### src/rtl/ccu_pkg.sv
// Widths, opcode and state encodings and ISA field offsets of the config control unit
package ccu_pkg;

    // ============================================================
    // Widths
    // ============================================================
    localparam int ISA_WIDTH       = 128;
    localparam int OPCODE_WIDTH    = 8;
    localparam int NUMWORD_WIDTH   = 8;
    localparam int IDX_WIDTH       = 16;
    localparam int ADDR_WIDTH      = 16;
    localparam int DRAM_ADDR_WIDTH = 32;
    localparam int CHN_WIDTH       = 12;
    localparam int ACT_WIDTH       = 8;
    localparam int MAP_WIDTH       = 5;
    localparam int K_WIDTH         = MAP_WIDTH + 1;
    localparam int SYA_MOD_WIDTH   = 2;

    typedef enum logic [OPCODE_WIDTH-1:0] {
        OP_CCU = 8'd0,
        OP_RSV = 8'd1,  // Former sampling code
        OP_KNN = 8'd2,
        OP_SYA = 8'd3,
        OP_ITF = 8'd4
    } opcode_e;

    typedef enum logic [1:0] {
        ST_IDLE,
        ST_DEC,
        ST_CFG
    } fetch_state_e;

    // Words per instruction after reset
    localparam logic [NUMWORD_WIDTH-1:0] DEF_LEN_KNN = NUMWORD_WIDTH'(1);
    localparam logic [NUMWORD_WIDTH-1:0] DEF_LEN_SYA = NUMWORD_WIDTH'(2);
    localparam logic [NUMWORD_WIDTH-1:0] DEF_LEN_ITF = NUMWORD_WIDTH'(1);

    // Count bytes inside a CCU word
    localparam int LEN_KNN_LSB = 8;
    localparam int LEN_SYA_LSB = 16;
    localparam int LEN_ITF_LSB = 24;

    // ============================================================
    // Field offsets
    // ============================================================
    localparam int KNN_NIP_LSB     = 8;
    localparam int KNN_K_LSB       = 24;   // 16-bit slot
    localparam int KNN_CRD_LSB     = 40;
    localparam int KNN_MAP_LSB     = 56;

    localparam int SYA_SHIFT_LSB   = 8;
    localparam int SYA_ZP_LSB      = 16;
    localparam int SYA_MOD_LSB     = 24;
    localparam int SYA_PHS_LSB     = 28;
    localparam int SYA_CHN_LSB     = 32;
    localparam int SYA_GRP_LSB     = 44;
    localparam int SYA_TIL_FLT_LSB = 60;
    localparam int SYA_TIL_IFM_LSB = 76;
    localparam int SYA_LOP_LSB     = 92;
    localparam int SYA_ACT_LSB     = 100;
    localparam int SYA_WGT_LSB     = 0;    // Word 1
    localparam int SYA_OFM_LSB     = 16;   // Word 1

    localparam int ITF_BASE_LSB    = 8;
    localparam int ITF_NUM_LSB     = 40;

endpackage
### src/rtl/isa_word_if.sv
// Accepted instruction word broadcast from the fetch logic to the register blocks
`timescale 1ns/1ps

interface isa_word_if import ccu_pkg::*; ();

    logic                     word_vld;  // One cycle per accepted word
    opcode_e                  opcode;
    logic [NUMWORD_WIDTH-1:0] word_idx;
    logic [ISA_WIDTH-1:0]     data;

    modport src (
        output word_vld,
        output opcode,
        output word_idx,
        output data
    );

    modport dst (
        input word_vld,
        input opcode,
        input word_idx,
        input data
    );

endinterface

### src/rtl/ccu_top.sv
// Configuration control unit top: ISA stream in, per-engine config fields out
`timescale 1ns/1ps

module ccu_top import ccu_pkg::*; (
    input  logic                       clk,
    input  logic                       rst_n,

    input  logic [ISA_WIDTH-1:0]       isa_dat_i,
    input  logic                       isa_vld_i,
    output logic                       isa_rdy_o,

    output logic                       knn_cfg_vld_o,
    input  logic                       knn_cfg_rdy_i,
    output logic [IDX_WIDTH-1:0]       knn_nip_o,
    output logic [K_WIDTH-1:0]         knn_k_o,
    output logic [ADDR_WIDTH-1:0]      knn_crd_rd_addr_o,
    output logic [ADDR_WIDTH-1:0]      knn_map_wr_addr_o,

    output logic                       sya_cfg_vld_o,
    input  logic                       sya_cfg_rdy_i,
    output logic [ACT_WIDTH-1:0]       sya_shift_o,
    output logic [ACT_WIDTH-1:0]       sya_zp_o,
    output logic [SYA_MOD_WIDTH-1:0]   sya_mod_o,
    output logic                       sya_phase_shift_o,
    output logic [CHN_WIDTH-1:0]       sya_chn_o,
    output logic [IDX_WIDTH-1:0]       sya_grp_per_tile_o,
    output logic [IDX_WIDTH-1:0]       sya_til_flt_o,
    output logic [IDX_WIDTH-1:0]       sya_til_ifm_o,
    output logic                       sya_lop_ord_o,
    output logic [ADDR_WIDTH-1:0]      sya_act_base_o,
    output logic [ADDR_WIDTH-1:0]      sya_wgt_base_o,
    output logic [ADDR_WIDTH-1:0]      sya_ofm_base_o,

    output logic                       itf_cfg_vld_o,
    input  logic                       itf_cfg_rdy_i,
    output logic [DRAM_ADDR_WIDTH-1:0] itf_dram_base_o,
    output logic [IDX_WIDTH-1:0]       itf_dram_num_o
);

    logic [NUMWORD_WIDTH-1:0] num_word;  // Count for the latched opcode

    isa_word_if word_bus ();

    isa_fetch u_fetch (
        .clk           (clk),
        .rst_n         (rst_n),
        .isa_dat_i     (isa_dat_i),
        .isa_vld_i     (isa_vld_i),
        .isa_rdy_o     (isa_rdy_o),
        .num_word_i    (num_word),
        .word          (word_bus.src),
        .knn_cfg_rdy_i (knn_cfg_rdy_i),
        .sya_cfg_rdy_i (sya_cfg_rdy_i),
        .itf_cfg_rdy_i (itf_cfg_rdy_i),
        .knn_cfg_vld_o (knn_cfg_vld_o),
        .sya_cfg_vld_o (sya_cfg_vld_o),
        .itf_cfg_vld_o (itf_cfg_vld_o)
    );

    op_length_regs u_len (
        .clk        (clk),
        .rst_n      (rst_n),
        .word       (word_bus.dst),
        .num_word_o (num_word)
    );

    engine_cfg_regs u_cfg (
        .clk                (clk),
        .rst_n              (rst_n),
        .word               (word_bus.dst),
        .knn_nip_o          (knn_nip_o),
        .knn_k_o            (knn_k_o),
        .knn_crd_rd_addr_o  (knn_crd_rd_addr_o),
        .knn_map_wr_addr_o  (knn_map_wr_addr_o),
        .sya_shift_o        (sya_shift_o),
        .sya_zp_o           (sya_zp_o),
        .sya_mod_o          (sya_mod_o),
        .sya_phase_shift_o  (sya_phase_shift_o),
        .sya_chn_o          (sya_chn_o),
        .sya_grp_per_tile_o (sya_grp_per_tile_o),
        .sya_til_flt_o      (sya_til_flt_o),
        .sya_til_ifm_o      (sya_til_ifm_o),
        .sya_lop_ord_o      (sya_lop_ord_o),
        .sya_act_base_o     (sya_act_base_o),
        .sya_wgt_base_o     (sya_wgt_base_o),
        .sya_ofm_base_o     (sya_ofm_base_o),
        .itf_dram_base_o    (itf_dram_base_o),
        .itf_dram_num_o     (itf_dram_num_o)
    );

endmodule

### src/rtl/engine_cfg_regs.sv
// KNN, SYA and ITF configuration field registers loaded from accepted ISA words
`timescale 1ns/1ps

module engine_cfg_regs import ccu_pkg::*; (
    input  logic                       clk,
    input  logic                       rst_n,
    isa_word_if.dst                    word,

    output logic [IDX_WIDTH-1:0]       knn_nip_o,
    output logic [K_WIDTH-1:0]         knn_k_o,
    output logic [ADDR_WIDTH-1:0]      knn_crd_rd_addr_o,
    output logic [ADDR_WIDTH-1:0]      knn_map_wr_addr_o,

    output logic [ACT_WIDTH-1:0]       sya_shift_o,
    output logic [ACT_WIDTH-1:0]       sya_zp_o,
    output logic [SYA_MOD_WIDTH-1:0]   sya_mod_o,
    output logic                       sya_phase_shift_o,
    output logic [CHN_WIDTH-1:0]       sya_chn_o,
    output logic [IDX_WIDTH-1:0]       sya_grp_per_tile_o,
    output logic [IDX_WIDTH-1:0]       sya_til_flt_o,
    output logic [IDX_WIDTH-1:0]       sya_til_ifm_o,
    output logic                       sya_lop_ord_o,
    output logic [ADDR_WIDTH-1:0]      sya_act_base_o,
    output logic [ADDR_WIDTH-1:0]      sya_wgt_base_o,
    output logic [ADDR_WIDTH-1:0]      sya_ofm_base_o,

    output logic [DRAM_ADDR_WIDTH-1:0] itf_dram_base_o,
    output logic [IDX_WIDTH-1:0]       itf_dram_num_o
);

    logic knn_w0;
    logic sya_w0;
    logic sya_w1;
    logic itf_w0;

    // Word decode, higher indices fall through
    assign knn_w0 = word.word_vld && (word.opcode == OP_KNN) && (word.word_idx == 8'd0);
    assign sya_w0 = word.word_vld && (word.opcode == OP_SYA) && (word.word_idx == 8'd0);
    assign sya_w1 = word.word_vld && (word.opcode == OP_SYA) && (word.word_idx == 8'd1);
    assign itf_w0 = word.word_vld && (word.opcode == OP_ITF) && (word.word_idx == 8'd0);

    // ============================================================
    // KNN
    // ============================================================
    always_ff @(posedge clk or negedge rst_n) begin
        if (!rst_n) begin
            knn_nip_o         <= '0;
            knn_k_o           <= '0;
            knn_crd_rd_addr_o <= '0;
            knn_map_wr_addr_o <= '0;
        end else if (knn_w0) begin
            knn_nip_o         <= word.data[KNN_NIP_LSB +: IDX_WIDTH];
            knn_k_o           <= word.data[KNN_K_LSB +: K_WIDTH];  // Low bits of slot
            knn_crd_rd_addr_o <= word.data[KNN_CRD_LSB +: ADDR_WIDTH];
            knn_map_wr_addr_o <= word.data[KNN_MAP_LSB +: ADDR_WIDTH];
        end
    end

    // ============================================================
    // SYA
    // ============================================================
    always_ff @(posedge clk or negedge rst_n) begin
        if (!rst_n) begin
            sya_shift_o        <= '0;
            sya_zp_o           <= '0;
            sya_mod_o          <= '0;
            sya_phase_shift_o  <= 1'b0;
            sya_chn_o          <= '0;
            sya_grp_per_tile_o <= '0;
            sya_til_flt_o      <= '0;
            sya_til_ifm_o      <= '0;
            sya_lop_ord_o      <= 1'b0;
            sya_act_base_o     <= '0;
        end else if (sya_w0) begin
            sya_shift_o        <= word.data[SYA_SHIFT_LSB +: ACT_WIDTH];
            sya_zp_o           <= word.data[SYA_ZP_LSB +: ACT_WIDTH];
            sya_mod_o          <= word.data[SYA_MOD_LSB +: SYA_MOD_WIDTH];
            sya_phase_shift_o  <= word.data[SYA_PHS_LSB];
            sya_chn_o          <= word.data[SYA_CHN_LSB +: CHN_WIDTH];
            sya_grp_per_tile_o <= word.data[SYA_GRP_LSB +: IDX_WIDTH];
            sya_til_flt_o      <= word.data[SYA_TIL_FLT_LSB +: IDX_WIDTH];
            sya_til_ifm_o      <= word.data[SYA_TIL_IFM_LSB +: IDX_WIDTH];
            sya_lop_ord_o      <= word.data[SYA_LOP_LSB];
            sya_act_base_o     <= word.data[SYA_ACT_LSB +: ADDR_WIDTH];
        end
    end

    always_ff @(posedge clk or negedge rst_n) begin
        if (!rst_n) begin
            sya_wgt_base_o <= '0;
            sya_ofm_base_o <= '0;
        end else if (sya_w1) begin
            sya_wgt_base_o <= word.data[SYA_WGT_LSB +: ADDR_WIDTH];
            sya_ofm_base_o <= word.data[SYA_OFM_LSB +: ADDR_WIDTH];
        end
    end

    // ============================================================
    // ITF
    // ============================================================
    always_ff @(posedge clk or negedge rst_n) begin
        if (!rst_n) begin
            itf_dram_base_o <= '0;
            itf_dram_num_o  <= '0;
        end else if (itf_w0) begin
            itf_dram_base_o <= word.data[ITF_BASE_LSB +: DRAM_ADDR_WIDTH];
            itf_dram_num_o  <= word.data[ITF_NUM_LSB +: IDX_WIDTH];
        end
    end

endmodule

### src/rtl/op_length_regs.sv
// Programmable words-per-opcode table that steers the fetch word counter
`timescale 1ns/1ps

module op_length_regs import ccu_pkg::*; (
    input  logic                     clk,
    input  logic                     rst_n,
    isa_word_if.dst                  word,
    output logic [NUMWORD_WIDTH-1:0] num_word_o
);

    logic [NUMWORD_WIDTH-1:0] len_knn_q;
    logic [NUMWORD_WIDTH-1:0] len_sya_q;
    logic [NUMWORD_WIDTH-1:0] len_itf_q;
    logic                     ccu_ld;

    assign ccu_ld = word.word_vld && (word.opcode == OP_CCU) && (word.word_idx == '0);

    always_ff @(posedge clk or negedge rst_n) begin
        if (!rst_n) begin
            len_knn_q <= DEF_LEN_KNN;
            len_sya_q <= DEF_LEN_SYA;
            len_itf_q <= DEF_LEN_ITF;
        end else if (ccu_ld) begin
            len_knn_q <= word.data[LEN_KNN_LSB +: NUMWORD_WIDTH];
            len_sya_q <= word.data[LEN_SYA_LSB +: NUMWORD_WIDTH];
            len_itf_q <= word.data[LEN_ITF_LSB +: NUMWORD_WIDTH];
        end
    end

    always_comb begin
        case (word.opcode)
            OP_KNN:  num_word_o = len_knn_q;
            OP_SYA:  num_word_o = len_sya_q;
            OP_ITF:  num_word_o = len_itf_q;
            default: num_word_o = NUMWORD_WIDTH'(1);  // CCU and reserved
        endcase
    end

    // A zero count would wrap the fetch last-word compare
    a_len_nonzero: assert property (@(posedge clk) disable iff (!rst_n)
        ccu_ld |=> (len_knn_q != '0) && (len_sya_q != '0) && (len_itf_q != '0));

endmodule

### src/rtl/isa_fetch.sv
// Instruction fetch FSM with word counter and engine configuration handshake
`timescale 1ns/1ps

module isa_fetch import ccu_pkg::*; (
    input  logic                     clk,
    input  logic                     rst_n,

    input  logic [ISA_WIDTH-1:0]     isa_dat_i,
    input  logic                     isa_vld_i,
    output logic                     isa_rdy_o,

    input  logic [NUMWORD_WIDTH-1:0] num_word_i,
    isa_word_if.src                  word,

    input  logic                     knn_cfg_rdy_i,
    input  logic                     sya_cfg_rdy_i,
    input  logic                     itf_cfg_rdy_i,
    output logic                     knn_cfg_vld_o,
    output logic                     sya_cfg_vld_o,
    output logic                     itf_cfg_vld_o
);

    fetch_state_e             state_q;
    fetch_state_e             state_d;
    opcode_e                  opcode_q;
    logic [NUMWORD_WIDTH-1:0] word_idx_q;
    logic                     xfer;
    logic                     last_word;
    logic [2:0]               cfg_vld;   // {itf, sya, knn}
    logic [2:0]               cfg_rdy;
    logic                     cfg_done;

    assign isa_rdy_o = (state_q == ST_DEC);
    assign xfer      = isa_vld_i & isa_rdy_o;
    assign last_word = xfer && (word_idx_q == num_word_i - 1'b1);

    // ============================================================
    // Engine valid select
    // ============================================================
    assign cfg_rdy = {itf_cfg_rdy_i, sya_cfg_rdy_i, knn_cfg_rdy_i};

    always_comb begin
        cfg_vld = '0;
        if (state_q == ST_CFG) begin
            case (opcode_q)
                OP_KNN:  cfg_vld[0] = 1'b1;
                OP_SYA:  cfg_vld[1] = 1'b1;
                OP_ITF:  cfg_vld[2] = 1'b1;
                default: cfg_vld = '0;
            endcase
        end
    end

    // CCU and reserved codes acknowledge themselves
    assign cfg_done = (cfg_vld == '0) || (|(cfg_vld & cfg_rdy));

    assign {itf_cfg_vld_o, sya_cfg_vld_o, knn_cfg_vld_o} = cfg_vld;

    // ============================================================
    // FSM
    // ============================================================
    always_comb begin
        state_d = state_q;
        case (state_q)
            ST_IDLE: if (isa_vld_i) state_d = ST_DEC;
            ST_DEC:  if (last_word) state_d = ST_CFG;
            ST_CFG:  if (cfg_done)  state_d = ST_IDLE;
            default: state_d = ST_IDLE;
        endcase
    end

    always_ff @(posedge clk or negedge rst_n) begin
        if (!rst_n) begin
            state_q <= ST_IDLE;
        end else begin
            state_q <= state_d;
        end
    end

    // Opcode peeked from the head word, word not taken yet
    always_ff @(posedge clk or negedge rst_n) begin
        if (!rst_n) begin
            opcode_q <= OP_CCU;
        end else if (state_q == ST_IDLE && isa_vld_i) begin
            opcode_q <= opcode_e'(isa_dat_i[OPCODE_WIDTH-1:0]);
        end
    end

    always_ff @(posedge clk or negedge rst_n) begin
        if (!rst_n) begin
            word_idx_q <= '0;
        end else if (state_q != ST_DEC) begin
            word_idx_q <= '0;
        end else if (xfer) begin
            word_idx_q <= word_idx_q + 1'b1;
        end
    end

    assign word.word_vld = xfer;
    assign word.opcode   = opcode_q;
    assign word.word_idx = word_idx_q;
    assign word.data     = isa_dat_i;

    // ============================================================
    // Assertions
    // ============================================================
    a_vld_onehot: assert property (@(posedge clk) disable iff (!rst_n)
        $onehot0(cfg_vld));

    // Stream closes right after the last word
    a_rdy_dec_only: assert property (@(posedge clk) disable iff (!rst_n)
        last_word |=> !isa_rdy_o);

    a_vld_hold: assert property (@(posedge clk) disable iff (!rst_n)
        (($past(cfg_vld) & ~$past(cfg_rdy)) & ~cfg_vld) == '0);

endmodule

### config.mk
export PLATFORM = sky130hd
export DESIGN_NAME = ccu_top
export DESIGN_NICKNAME = d
export VERILOG_FILES = /design/src/rtl/ccu_pkg.sv /design/src/rtl/isa_word_if.sv /design/src/rtl/ccu_top.sv /design/src/rtl/engine_cfg_regs.sv /design/src/rtl/op_length_regs.sv /design/src/rtl/isa_fetch.sv
export SDC_FILE = /design/constraint.sdc
export NUM_CORES = 1
export LEC_CHECK = 0
export ABC_CLOCK_PERIOD_IN_PS = 3400
export BUFFER_PORTS_ARGS = -buffer_cell sky130_fd_sc_hd__buf_2
export CAP_MARGIN = 20
export CORE_MARGIN = 4
export CORE_UTILIZATION = 50
export CTS_BUF_LIST = sky130_fd_sc_hd__clkbuf_4 sky130_fd_sc_hd__clkbuf_8 sky130_fd_sc_hd__clkbuf_16
export DETAILED_ROUTE_END_ITERATION = 6
export PLACE_DENSITY_LB_ADDON = 0.2
export SLEW_MARGIN = 40
export SYNTH_ARGS = -nofsm -noshare
export SYNTH_HDL_FRONTEND = slang
export SYNTH_SLANG_ARGS = --single-unit
### constraint.sdc
create_clock -name clk -period 3.4 [get_ports clk]
set_input_delay 0 -clock clk [delete_from_list [all_inputs] [get_ports clk]]
set_output_delay 0 -clock clk [all_outputs]
set_load 0.005 [all_outputs]
=== Word-level counts from Yosys, hierarchy flattened ===
Index checks and enable logic that the tools add are counted.
Widths: inputs -> output; s select.

* Eq/ne operators: 11
* Bitwise operators: 2
* Reduce and logical (&&, ||, !) cells: 19
* Muxes and demuxes: 11
* Add/sub/neg operators: 2

{| class="wikitable"
|+ Operator list
! operator !! count
|-
| $pmux 8 s3 || 1
|-
| $eq 8x2->1 const B || 2
|-
| $logic_not 8->1 || 2
|-
| $mux 8 || 2
|-
| $logic_and 1x1->1 || 11
|-
| $add 8x1->8 const B || 1
|-
| $eq 8x1->1 const B || 1
|-
| $eq 8x3->1 const B || 1
|-
| $eq 8x8->1 || 1
|-
| $sub 8x1->8 const B || 1
|-
| $mux 2 || 3
|-
| $pmux 2 s3 || 1
|-
| $ne 2x1->1 const B || 2
|-
| $ne 2x2->1 const B || 2
|-
| $and 3x3->3 || 1
|-
| $logic_not 3->1 || 1
|-
| $mux 1 || 3
|-
| $mux 3 || 1
|-
| $reduce_and 3->1 || 1
|-
| $reduce_or 3->1 || 1
|-
| $eq 2x1->1 const B || 1
|-
| $eq 2x2->1 const B || 1
|-
| $logic_not 2->1 || 1
|-
| $reduce_bool 2->1 || 1
|-
| other kinds (2) || 2
|}

* Output and inout port bits: 234
* Logic and storage cells: 69
* Bits of input ports: 134
* Register bits: 272

=== Longest topological paths before layout ===
Gate-level depths: netlist of run 1.

* Depth after elaboration: 8
* Mapped depth: 13

=== Hierarchy ===
From an unflattened synthesis of run 1, not the netlist that was laid out.

* Cell total of the unflattened synthesis: 812
* Area, all modules: 11845.1 um2

{| class="wikitable"
|+ Modules (own cells, without submodules)
! module !! area each (um2) !! cells each !! times used !! sequential area each (um2)
|-
| engine_cfg_regs || 8654.6 || 498 || 1 || 5755.5
|-
| isa_fetch || 2049.5 || 235 || 1 || 450.4
|-
| op_length_regs || 1141.1 || 79 || 1 || 604.3
|}

=== Worst setup path after synthesis of run 1 ===
No wires, ideal clock.

* Path kind: flip-flop to flip-flop
* Start: register u_fetch.opcode_q[0], in the netlist u_fetch.word.opcode[0]
* End: register u_fetch.state_q[0]
* Buffers on the path: 1
* Slack: 0.740 ns
* Stages on the path, launching flop included: 11
* Clock period less this slack: 2.660 ns
* Arrival time: 2.528 ns
* Path through: dfrtp_1 > buf_6 > or4b_4 > a2bb2oi_2 > nor2_8 > ha_1 > nand4b_1 > xnor2_1 > or3_1 > a2111oi_2 > o21bai_1

* Word-level cells in the longest chain between the ends: 8
* Elaborated cells between the ends (all ways): 18
* Those cells by class: add/sub: 1; eq/ne: 6; mux: 5; bitwise: 1; reduce/logical: 5

{| class="wikitable"
|+ RTL lines
! item !! RTL line !! source
|-
| start: declaration || isa_fetch.sv:25 || <nowiki>opcode_e opcode_q;</nowiki>
|-
| start signal: assignment || isa_fetch.sv:85 || <nowiki>opcode_q <= opcode_e'(isa_dat_i[OPCODE_WIDTH-1:0]);</nowiki>
|-
| branches (longest 7 deep; another with $sub 8x1->8) || - ||
|-
| $reduce_and 3->1 (no source line) * || - ||
|-
| end signal: assignment || isa_fetch.sv:76 || <nowiki>state_q <= state_d;</nowiki>
|-
| end: declaration || isa_fetch.sv:23 || <nowiki>fetch_state_e state_q;</nowiki>
|}

Mark *: on every way between the ends.
A chain may end at the register's enable or synchronous reset.

=== Final worst setup path of run 1 ===
Ends and elaborated chain as after synthesis.

==> results.yml, run 1 <==
global_routing:
  grt_pass1_vias: 8220
  grt_max_degree: 90
  grt_pass1_wl_um: 44600
  grt.total_usage_pct: 23.2
  antenna_found_initial: 0
  grt-ovfl-total: 0
power_and_ir_drop:
  seq_power_share_pct: 45.6
  combPwrFrac_pct: 20.9
  p_switching_w: 0.00250
  sw_frac_of_total_pct: 26.6
  clockPowerShare_pct: 33.6
  p_leak_nw: 8.29
  powerDensity_mw_per_mm2: 626
  ir_drop_uv: 510
  p_int_w: 0.00692
drt:
  drtIter0Drc: 354
  first_pass_iters: 4
  wl_um: 28200
  vias: 7519
  viasPerCell: 5.14
  post_drt_wl_per_cell_um: 19.3
  postRouteAntennaNets: 0
  drc: 0
cts:
  htree_num_levels: 1
  clockBufferDepth: 3
  cts_tree: "yes"
  numCtsBuffers: 29
  clock_sinks: 272
  path_clk_slew_ns: 0.06
  post_cts_buffers: 0
  cts_resized: 0
  clk_latency_ns: 0.55
  postCtsHoldBufs: 113
  root_buffer: "clkbuf_16"
synth:
  syn_area_mm2: 0.0108
  ys_seq_area_share_pct: 63.1
  syn_nets: 827
  synth_most_common_cell: "dfrtp_1"
  synth_common_cells: "269 x dfrtp_1, 266 x mux2_2, 19 x clkbuf_1, 19 x nand2_1, 16 x nor2_1"
  syn_inst: 689
  ys_types: 46
  ys.flop_type: "dfrtp_1"
  synth-seq-cells: 272
  yosys_warnings: 0
  synth_edf_count: 0
  avgSynthCellArea_um2: 15.7
  synth.top_cells.by_area: "dfrtp_1 62%, mux2_2 28%, dfstp_2 0.73%"
  async_flop_share_pct: 100
  synth_top_cell_area_share_pct: 62.4
  yosys.area.top_type: "dfrtp_1"
setup_path:
  endpoint_kind: "flip-flop"
  cp_data_arrival_time_ns: 3.36
  path_class: "flip-flop to flip-flop"
  required_ns: 3.81
  startpoint_type: "flip-flop"
  critPathMaxFanout: 10
place:
  numPortBuffers: 348
  gp_congestion: 0.834
  placed_cell_area_mm2: 0.0129
  pre_cts_slack_ns: 0.439
  place_hpwl_um: 18800
timing:
  fmax_mhz: 339
  fin_skew_ns: 0.0222
  period_needed_ns: 2.95
  setup_viol: 0
  fin_tns_setup_ns: 0
  rsz0062_at_grt: "no"
  min_period_over_period_pct: 86.7
  setup_slack_ns: 0.451
  worstMarginPinSlew_ns: 0.652
  drv_slew: 0
  max_slew_margin_pct: 56.6
  hold_viol_final: 0
die:
  row_count: 53
  die_h_um: 155
  start_util_pct: 51.0
  core-area_mm2: 0.0212
  die-area_mm2: 0.0240
  die_x_um: 155
  pin_count: 368
finish:
  drive_gt1_share_pct: 59.3
  area_delta_synth_final_pct: 39.5
  fin_area_mm2: 0.0150
  fill_cells: 1424
  insertedDiodeCount: 0
  nets: 1303
min_path:
  hold_path_class: "input port to async pin"
run_status:
  outcome: "finished, final reports clean"
job:
  drv_cap: 0
-- worst paths after layout --
check / startpoint / to / slack [ns] / depth (start not counted)
worst max-delay path: u_fetch.word.opcode[0]$_DFFE_PN0P_ / u_fetch.state_q[0]$_DFFE_PN0P_ / 0.45 / 9
worst max register to register: u_fetch.word.opcode[0]$_DFFE_PN0P_ / u_fetch.state_q[0]$_DFFE_PN0P_ / 0.45 / 9
worst min register to register: u_cfg.sya_ofm_base_o[12]$_DFFE_PN0P_ / u_cfg.sya_ofm_base_o[12]$_DFFE_PN0P_ / 0.50 / 1
max in group asynchronous: rst_n / u_cfg.sya_wgt_base_o[9]$_DFFE_PN0P_ / 2.41 / 3
min in group clk: isa_dat_i[104] / u_cfg.sya_act_base_o[4]$_DFFE_PN0P_ / 0.22 / 3
worst min-delay path: rst_n / u_cfg.sya_wgt_base_o[1]$_DFFE_PN0P_ / 0.04 / 2
-- stage by stage --
step	instances	hold WS, ns	total power [W]	utilization, %
2_1_floorplan	689	-0.296	0.00522	-
3_3_place_gp	1296	0.0307	0.00614	61.1
3_5_place_dp	1296	0.0349	0.00621	61.1
4_1_cts	1463	0.0523	0.00951	71.1
5_1_grt	1463	0.100	0.00988	71.1
6_report	1463	0.0445	0.00943	71.1
-- sequential cells by signal (all words and copies together) (netlist names), 8 cells and up --
signal                    flops
u_cfg.itf_dram_base_o        32
u_cfg.itf_dram_num_o         16
u_cfg.knn_crd_rd_addr_o      16
u_cfg.knn_map_wr_addr_o      16
u_cfg.knn_nip_o              16
u_cfg.sya_act_base_o         16
u_cfg.sya_grp_per_tile_o     16
u_cfg.sya_ofm_base_o         16
u_cfg.sya_til_flt_o          16
u_cfg.sya_til_ifm_o          16
u_cfg.sya_wgt_base_o         16
u_cfg.sya_chn_o              12
u_cfg.sya_shift_o             8
u_cfg.sya_zp_o                8
u_fetch.word.opcode           8
u_fetch.word.word_idx         8
u_len.len_itf_q               8
u_len.len_knn_q               8
u_len.len_sya_q               8
-- cells in the final DEF (no fill, tap or decap), types with 3 or more instances in the layout --
cell type,count
clkinv_2,3
nand4_1,4
clkbuf_8,7
dfstp_2,3
inv_1,5
ha_1,4
buf_4,12
clkbuf_4,12
nand2_1,19
nor2_1,14
xnor2_1,8
mux2i_1,7
nor3_1,3
buf_2,347
xor2_1,6
nor2_4,3
a21oi_1,3
mux2_2,266
buf_12,4
dlygate4sd3_1,113
dfrtp_1,269
clkbuf_16,29
o21ai_0,4
-- per-layer routing --
layer | global-route usage (%) | routed length, µm | vias to the layer above | share of wire (%)
met5 | 0 | 0 | - | 0
met4 | 8.96 | 1260 | 0 | 4.5
met3 | 6.12 | 2060 | 77 | 7.3
met2 | 39.8 | 14000 | 250 | 50
met1 | 28.0 | 10800 | 3773 | 38
li1 | - | - | 3419 | -
-- final cells by class --
| type | count | area (µm²) | area share [%] |
|---|---|---|---|
| sequential | 272 | 6810 | 45.3 |
| multi-input combinational | 380 | 3840 | 25.5 |
| timing repair buffer | 477 | 3050 | 20.3 |
| clock buffer | 48 | 912 | 6.06 |
| tap | 275 | 344 | 2.29 |
| clock inverter | 6 | 72.6 | 0.482 |
| inverter | 5 | 18.8 | 0.125 |
-- kinds of logic (layout without fill, tap and decap cells) --
| logic type | count (synthesis) | in the layout | synth area share [%] |
|---|---|---|---|
| DFF | 272 | 272 | 63.1 |
| AOI/OAI and AO/OA | 22 | 22 | 1.63 |
| buffers and inverters | 37 | 536 | 1.52 |
| adders and majority gates | 4 | 4 | 0.464 |
| muxes | 273 | 273 | 28.4 |
| xor gates and xnor gates | 14 | 14 | 1.14 |
| and+or+nand+nor | 67 | 67 | 3.72 |
-- worst max-delay path: stages (launching register included) --
cell       delay (ns)
dfrtp_1          0.53
or4b_4           0.63
a2bb2oi_2        0.18
nor2_8           0.15
ha_1             0.25
nand4b_1         0.14
xnor2_1          0.15
or3_1            0.32
a2111oi_2        0.38
o21bai_1         0.10
-- power by group through the flow --
stage               logic [W]  registers, W  clock network, W
CTS                   0.00199       0.00429           0.00324
finish                0.00197       0.00429           0.00316
detailed placement    0.00187       0.00433                 0
global route          0.00215       0.00438           0.00335
global placement      0.00184       0.00430                 0
floorplan            0.000902       0.00432                 0
(Power assumes the default switching activity.)
==> run 2: changes to the inputs <==
CORE_ASPECT_RATIO = 0.8   (was unset)
==> run 2 against run 1 <==
The run now ends with negative hold slack left. Combinational power hardly changed. Critical path depth is 3 lower. Via count is 0.47% higher. First-iteration DRC count is 9.9% lower. Highest routed layer unchanged.
==> results.yml, run 2 (synthesized netlist as in run 1, its figures left out) <==
run_status:
  outcome: "finished, violations left"
  violations: "negative hold slack"
power_and_ir_drop:
  p_int_w: 0.00721
  p_switching_w: 0.00254
  clockPowerShare_pct: 35.6
  ir_drop_uv: 586
  seq_power_share_pct: 44.1
  power_w: 0.00975
  combPwrFrac_pct: 20.3
  powerDensity_mw_per_mm2: 643
  p_leak_nw: 8.34
  sw_frac_of_total_pct: 26.0
cts:
  cts_resized: 0
  htree_num_levels: 1
  cts_tree: "yes"
  path_clk_slew_ns: 0.06
  clk_latency_ns: 0.54
  postCtsHoldBufs: 113
  root_buffer: "clkbuf_16"
  numCtsBuffers: 28
  clock_sinks: 272
  clockBufferDepth: 3
  post_cts_buffers: 0
global_routing:
  antenna_found_initial: 0
  grt_pass1_wl_um: 45300
  grt-ovfl-total: 0
  grt_max_degree: 105
  grt.total_usage_pct: 23.7
  grt_pass1_vias: 8087
place:
  numPortBuffers: 348
  place_hpwl_um: 18800
  gp_congestion: 0.818
finish:
  final_common_cell: "buf_2"
  final_cell_mix: "347 x buf_2, 269 x dfrtp_1, 266 x mux2_2"
  insertedDiodeCount: 0
  largest_register: "u_cfg.itf_dram_base_o"
  nets: 1305
  largest_reg_flops: 32
  area_delta_synth_final_pct: 40.5
  drive_gt1_share_pct: 59.3
drt:
  viasPerCell: 5.18
  postRouteAntennaNets: 0
  wl_um: 28700
  first_pass_iters: 4
  drc: 0
  drtIter0Drc: 319
  post_drt_wl_per_cell_um: 19.7
  vias: 7554
die:
  die-area_mm2: 0.0240
  start_util_pct: 51.5
  die_h_um: 139
  row_count: 47
  die_x_um: 172
  core-area_mm2: 0.0209
  pin_count: 368
timing:
  hold_viol_final: 22
  min_period_over_period_pct: 89.4
  period_needed_ns: 3.04
  rsz0062_at_grt: "no"
  whs_ns: -0.0250
  fin_tns_setup_ns: 0
  fmax_mhz: 329
  fin_skew_ns: 0.0157
  max_slew_margin_pct: 63.5
  drv_slew: 0
  setup_viol: 0
  worstMarginPinSlew_ns: 0.545
job:
  drv_cap: 0
setup_path:
  startpoint_type: "flip-flop"
  critPathMaxFanout: 46
  cp_data_arrival_time_ns: 3.46
  crit_path_max_incr_delay_ns: 0.64
  worst-path-buf-inv: 1
  path_class: "flip-flop to flip-flop"
  endpoint_kind: "flip-flop"
  cp_cell_sequence: "or4_1, nor4_1, nand2_1, or3_2, buf_12, mux2_2"
  crit_path_top_delay_cell: "or3_2"
  path_delay_family: "simple AND/OR/NAND/NOR gates"
  required_ns: 3.82
min_path:
  hold_path_class: "input port to async pin"
-- run 2: cell types whose count changed in the layout (fill, tap and decap cells not counted) --
cell and change:
buf_12 -1, buf_16 +1, clkinv_8 +1, clkbuf_16 -1, clkbuf_4 -9, inv_16 -1
inv_6 +2, clkinvlp_4 +1, clkbuf_8 -5, clkinv_2 +3, bufinv_16 +7, buf_4 +3
-- run 2: final timing paths --
| check | from | end | slack (ns) | depth (start not counted) |
|---|---|---|---|---|
| max in group asynchronous | rst_n | u_len.len_knn_q[0]$_DFFE_PN1P_ | 2.39 | 4 |
| min | rst_n | u_fetch.word.word_idx[0]$_DFFE_PN0P_ | -0.03 | 2 |
| max reg2reg | u_fetch.word.word_idx[6]$_DFFE_PN0P_ | u_cfg.knn_nip_o[0]$_DFFE_PN0P_ | 0.36 | 6 |
| min reg2reg | u_cfg.sya_mod_o[1]$_DFFE_PN0P_ | u_cfg.sya_mod_o[1]$_DFFE_PN0P_ | 0.50 | 1 |
| max | u_fetch.word.word_idx[6]$_DFFE_PN0P_ | u_cfg.knn_nip_o[0]$_DFFE_PN0P_ | 0.36 | 6 |
| min in group clk | isa_dat_i[75] | u_cfg.sya_til_flt_o[15]$_DFFE_PN0P_ | 0.22 | 3 |
-- run 2: layout make-up --
| type | count | area, µm² |
|---|---|---|
| flip-flops and latches | 272 | 6810 |
| fillers | 1412 | 5780 |
| multi-input cells | 380 | 3840 |
| repair buffers | 480 | 3080 |
| clock buffers | 33 | 751 |
| well taps | 269 | 337 |
| clock inverters | 19 | 319 |
| inverters | 5 | 18.8 |
-- run 2: per-stage QoR --
step	instance area, µm²	hold WS (ns)	worst slack, ns	util [%]	cells
final	15200	-0.0250	0.359	72.4	1458
after global routing	15200	0.00711	0.221	72.4	1458
after detailed placement	12900	0.112	0.419	61.7	1292
after floorplan	10800	-0.296	0.740	-	689
after CTS	15100	0.136	0.424	72.3	1457
after global placement	12900	0.118	0.476	61.7	1292
-- run 2: power by group through the flow --
stage,clock [W],sequential (W),combinational [W]
3_3_place_gp,0,0.00431,0.00183
4_1_cts,0.00355,0.00429,0.00198
2_1_floorplan,0,0.00432,0.000902
5_1_grt,0.00370,0.00439,0.00217
3_5_place_dp,0,0.00434,0.00187
6_report,0.00347,0.00430,0.00198
-- run 2: metal layers --
layer / global-route usage [%] / share of wire (%) / up-vias
li1: - / - / 3420
met1: 29.4 / 39 / 3773
met2: 39.3 / 49 / 294
met3: 7.85 / 8.7 / 67
met4: 7.65 / 3.7 / 0
met5: 0 / 0 / -
==> run 3: changes to the inputs <==
PLACE_DENSITY = 0.91   (was unset)
PLACE_DENSITY_LB_ADDON = unset   (was 0.2)
==> run 3 against run 2 <==
The flow now finishes without violations. Non-clock buffer count is 4 lower. Combinational power hardly changed. Clock power shrank 13%. Design area decreased by 0.99%. Die area unchanged. Setup slack improved by 0.068 ns. Hold slack improved by 0.11 ns. Sequential power up 0.9%. Maximum frequency up 2.3%. Largest power group unchanged.
==> results.yml, run 3 (synthesized netlist as in run 1, its figures left out) <==
setup_path:
  r2r-end: "u_fetch.state_q[1]$_DFFE_PN0P_"
  startpoint: "u_fetch.word.opcode[0]$_DFFE_PN0P_"
  cp_data_arrival_time_ns: 3.43
  reg2reg_slack_ns: 0.43
  critPathMaxFanout: 11
  required_ns: 3.86
  endpoint_kind: "flip-flop"
  r2r_cells: 9
  rr_startpoint: "u_fetch.word.opcode[0]$_DFFE_PN0P_"
  worstSetupEndpoint: "u_fetch.state_q[1]$_DFFE_PN0P_"
  path_class: "flip-flop to flip-flop"
  startpoint_type: "flip-flop"
cts:
  htree_num_levels: 1
  path_clk_slew_ns: 0.06
  cts_resized: 0
  clockBufferDepth: 3
  clock_sinks: 272
  root_buffer: "clkbuf_16"
  cts_tree: "yes"
  clk_latency_ns: 0.54
  numCtsBuffers: 27
power_and_ir_drop:
  sw_frac_of_total_pct: 27.7
  p_leak_nw: 8.27
  combPwrFrac_pct: 21.4
  p_int_w: 0.00678
  powerDensity_mw_per_mm2: 625
  ir_drop_uv: 512
  p_switching_w: 0.00259
  seq_power_share_pct: 46.3
  clockPowerShare_pct: 32.3
job:
  drv_cap: 0
finish:
  fin_util_pct: 71.7
  drive_gt1_share_pct: 59.1
  final-instance-count-excl-fill: 1452
  nets: 1300
  multi_input_area_mm2: 0.00384
  largest_register: "u_cfg.itf_dram_base_o"
  final_common_cell: "buf_2"
  seq_area_mm2: 0.00681
  area_delta_synth_final_pct: 39.1
  final_cell_mix: "347 x buf_2, 269 x dfrtp_1, 266 x mux2_2"
  largest_reg_flops: 32
  fill_cells: 1294
drt:
  post_drt_wl_per_cell_um: 21.4
  met3WireLength_um: 2060
  wl_um: 31100
  drtIter0Drc: 406
  drc: 0
  vias: 7738
  postRouteAntennaNets: 0
  met1Wirelength_um: 12200
  dr_wl_met2_um: 15800
  top_layer_used: "met4"
  first_pass_iters: 4
  viasPerCell: 5.33
die:
  core-area_mm2: 0.0209
  die_h_um: 139
  pin_count: 368
  die_x_um: 172
  start_util_pct: 51.5
  die-area_mm2: 0.0240
  row_count: 47
timing:
  setup_viol: 0
  worstMarginPinSlew_ns: 0.567
  hold_viol_final: 0
  max_slew_margin_pct: 61.8
  fin_tns_setup_ns: 0
  drv_slew: 0
  period_needed_ns: 2.97
  fin_skew_ns: 0.0211
  min_period_over_period_pct: 87.4
  rsz0062_at_grt: "no"
  fmax_mhz: 336
  whs_ns: 0.0826
min_path:
  hold_path_class: "input port to async pin"
global_routing:
  grt_pass1_vias: 8465
  grt-ovfl-total: 0
  grt_pass1_wl_um: 48100
  grt.total_usage_pct: 25.3
  antenna_found_initial: 1
  grt_max_degree: 78
place:
  dp_cells: 1288
  numPortBuffers: 348
  place_hpwl_um: 19400
  gp_congestion: 0.868
run_status:
  outcome: "finished, final reports clean"
-- run 3: power by group through the flow --
stage | Sequential, W | Combinational (W) | Clock, W
floorplan | 0.00432 | 0.000902 | 0
global placement | 0.00429 | 0.00179 | 0
detailed placement | 0.00435 | 0.00186 | 0
CTS | 0.00430 | 0.00199 | 0.00306
global route | 0.00441 | 0.00217 | 0.00320
finish | 0.00434 | 0.00201 | 0.00303
-- run 3: layout make-up --
class	instances	share of cell area (%)
diodes	1	0.0167
clock buffers	38	5.26
clock inverters	11	0.750
inverters	5	0.125
multi-input cells	380	25.6
flip-flops and latches	272	45.4
well taps	269	2.24
repair buffers	476	20.6
-- run 3: routing by layer --
metal  up-vias  global-route usage, %
met1      3958                   31.4
met3        64                   6.21
met5         -                      0
met4         0                   7.98
met2       309                   43.6
li1       3407                      -
-- run 3: critical path, stage by stage, from the launching register on --
cell	delay [ns]
dfrtp_1	0.54
or4b_4	0.63
a2bb2oi_2	0.18
nor2_8	0.14
ha_1	0.24
nand4b_1	0.13
xnor2_1	0.15
or3_1	0.32
a2111oi_2	0.42
a31o_1	0.16
-- run 3: worst min-delay path by stage --
stage                                                end  slack (ns)  depth (start not counted)
CTS                       u_len.len_sya_q[1]$_DFFE_PN1P_        0.05                          2
global placement     u_cfg.sya_wgt_base_o[7]$_DFFE_PN0P_        0.17                          1
floorplan           u_cfg.itf_dram_base_o[0]$_DFFE_PN0P_       -0.30                          0
finish                    u_len.len_sya_q[1]$_DFFE_PN1P_        0.08                          2
detailed placement   u_cfg.sya_wgt_base_o[6]$_DFFE_PN0P_       -0.07                          1
global route              u_len.len_sya_q[1]$_DFFE_PN1P_        0.07                          2
-- run 3: through the flow --
| stage | setup slack (ns) | instance area (µm²) | total power, W |
|---|---|---|---|
| CTS | 0.423 | 15000 | 0.00935 |
| detailed placement | 0.428 | 12900 | 0.00621 |
| finish | 0.427 | 15000 | 0.00937 |
| global route | 0.279 | 15000 | 0.00978 |
| floorplan | 0.740 | 10800 | 0.00522 |
| global placement | 0.482 | 12900 | 0.00608 |
-- run 3: timing repair --
action                                  in CTS  in global routing
endpoints found under the setup margin       0                  0
hold endpoints to repair                   477                  0
setup buffers                                0                  0
hold buffers                               114                  0
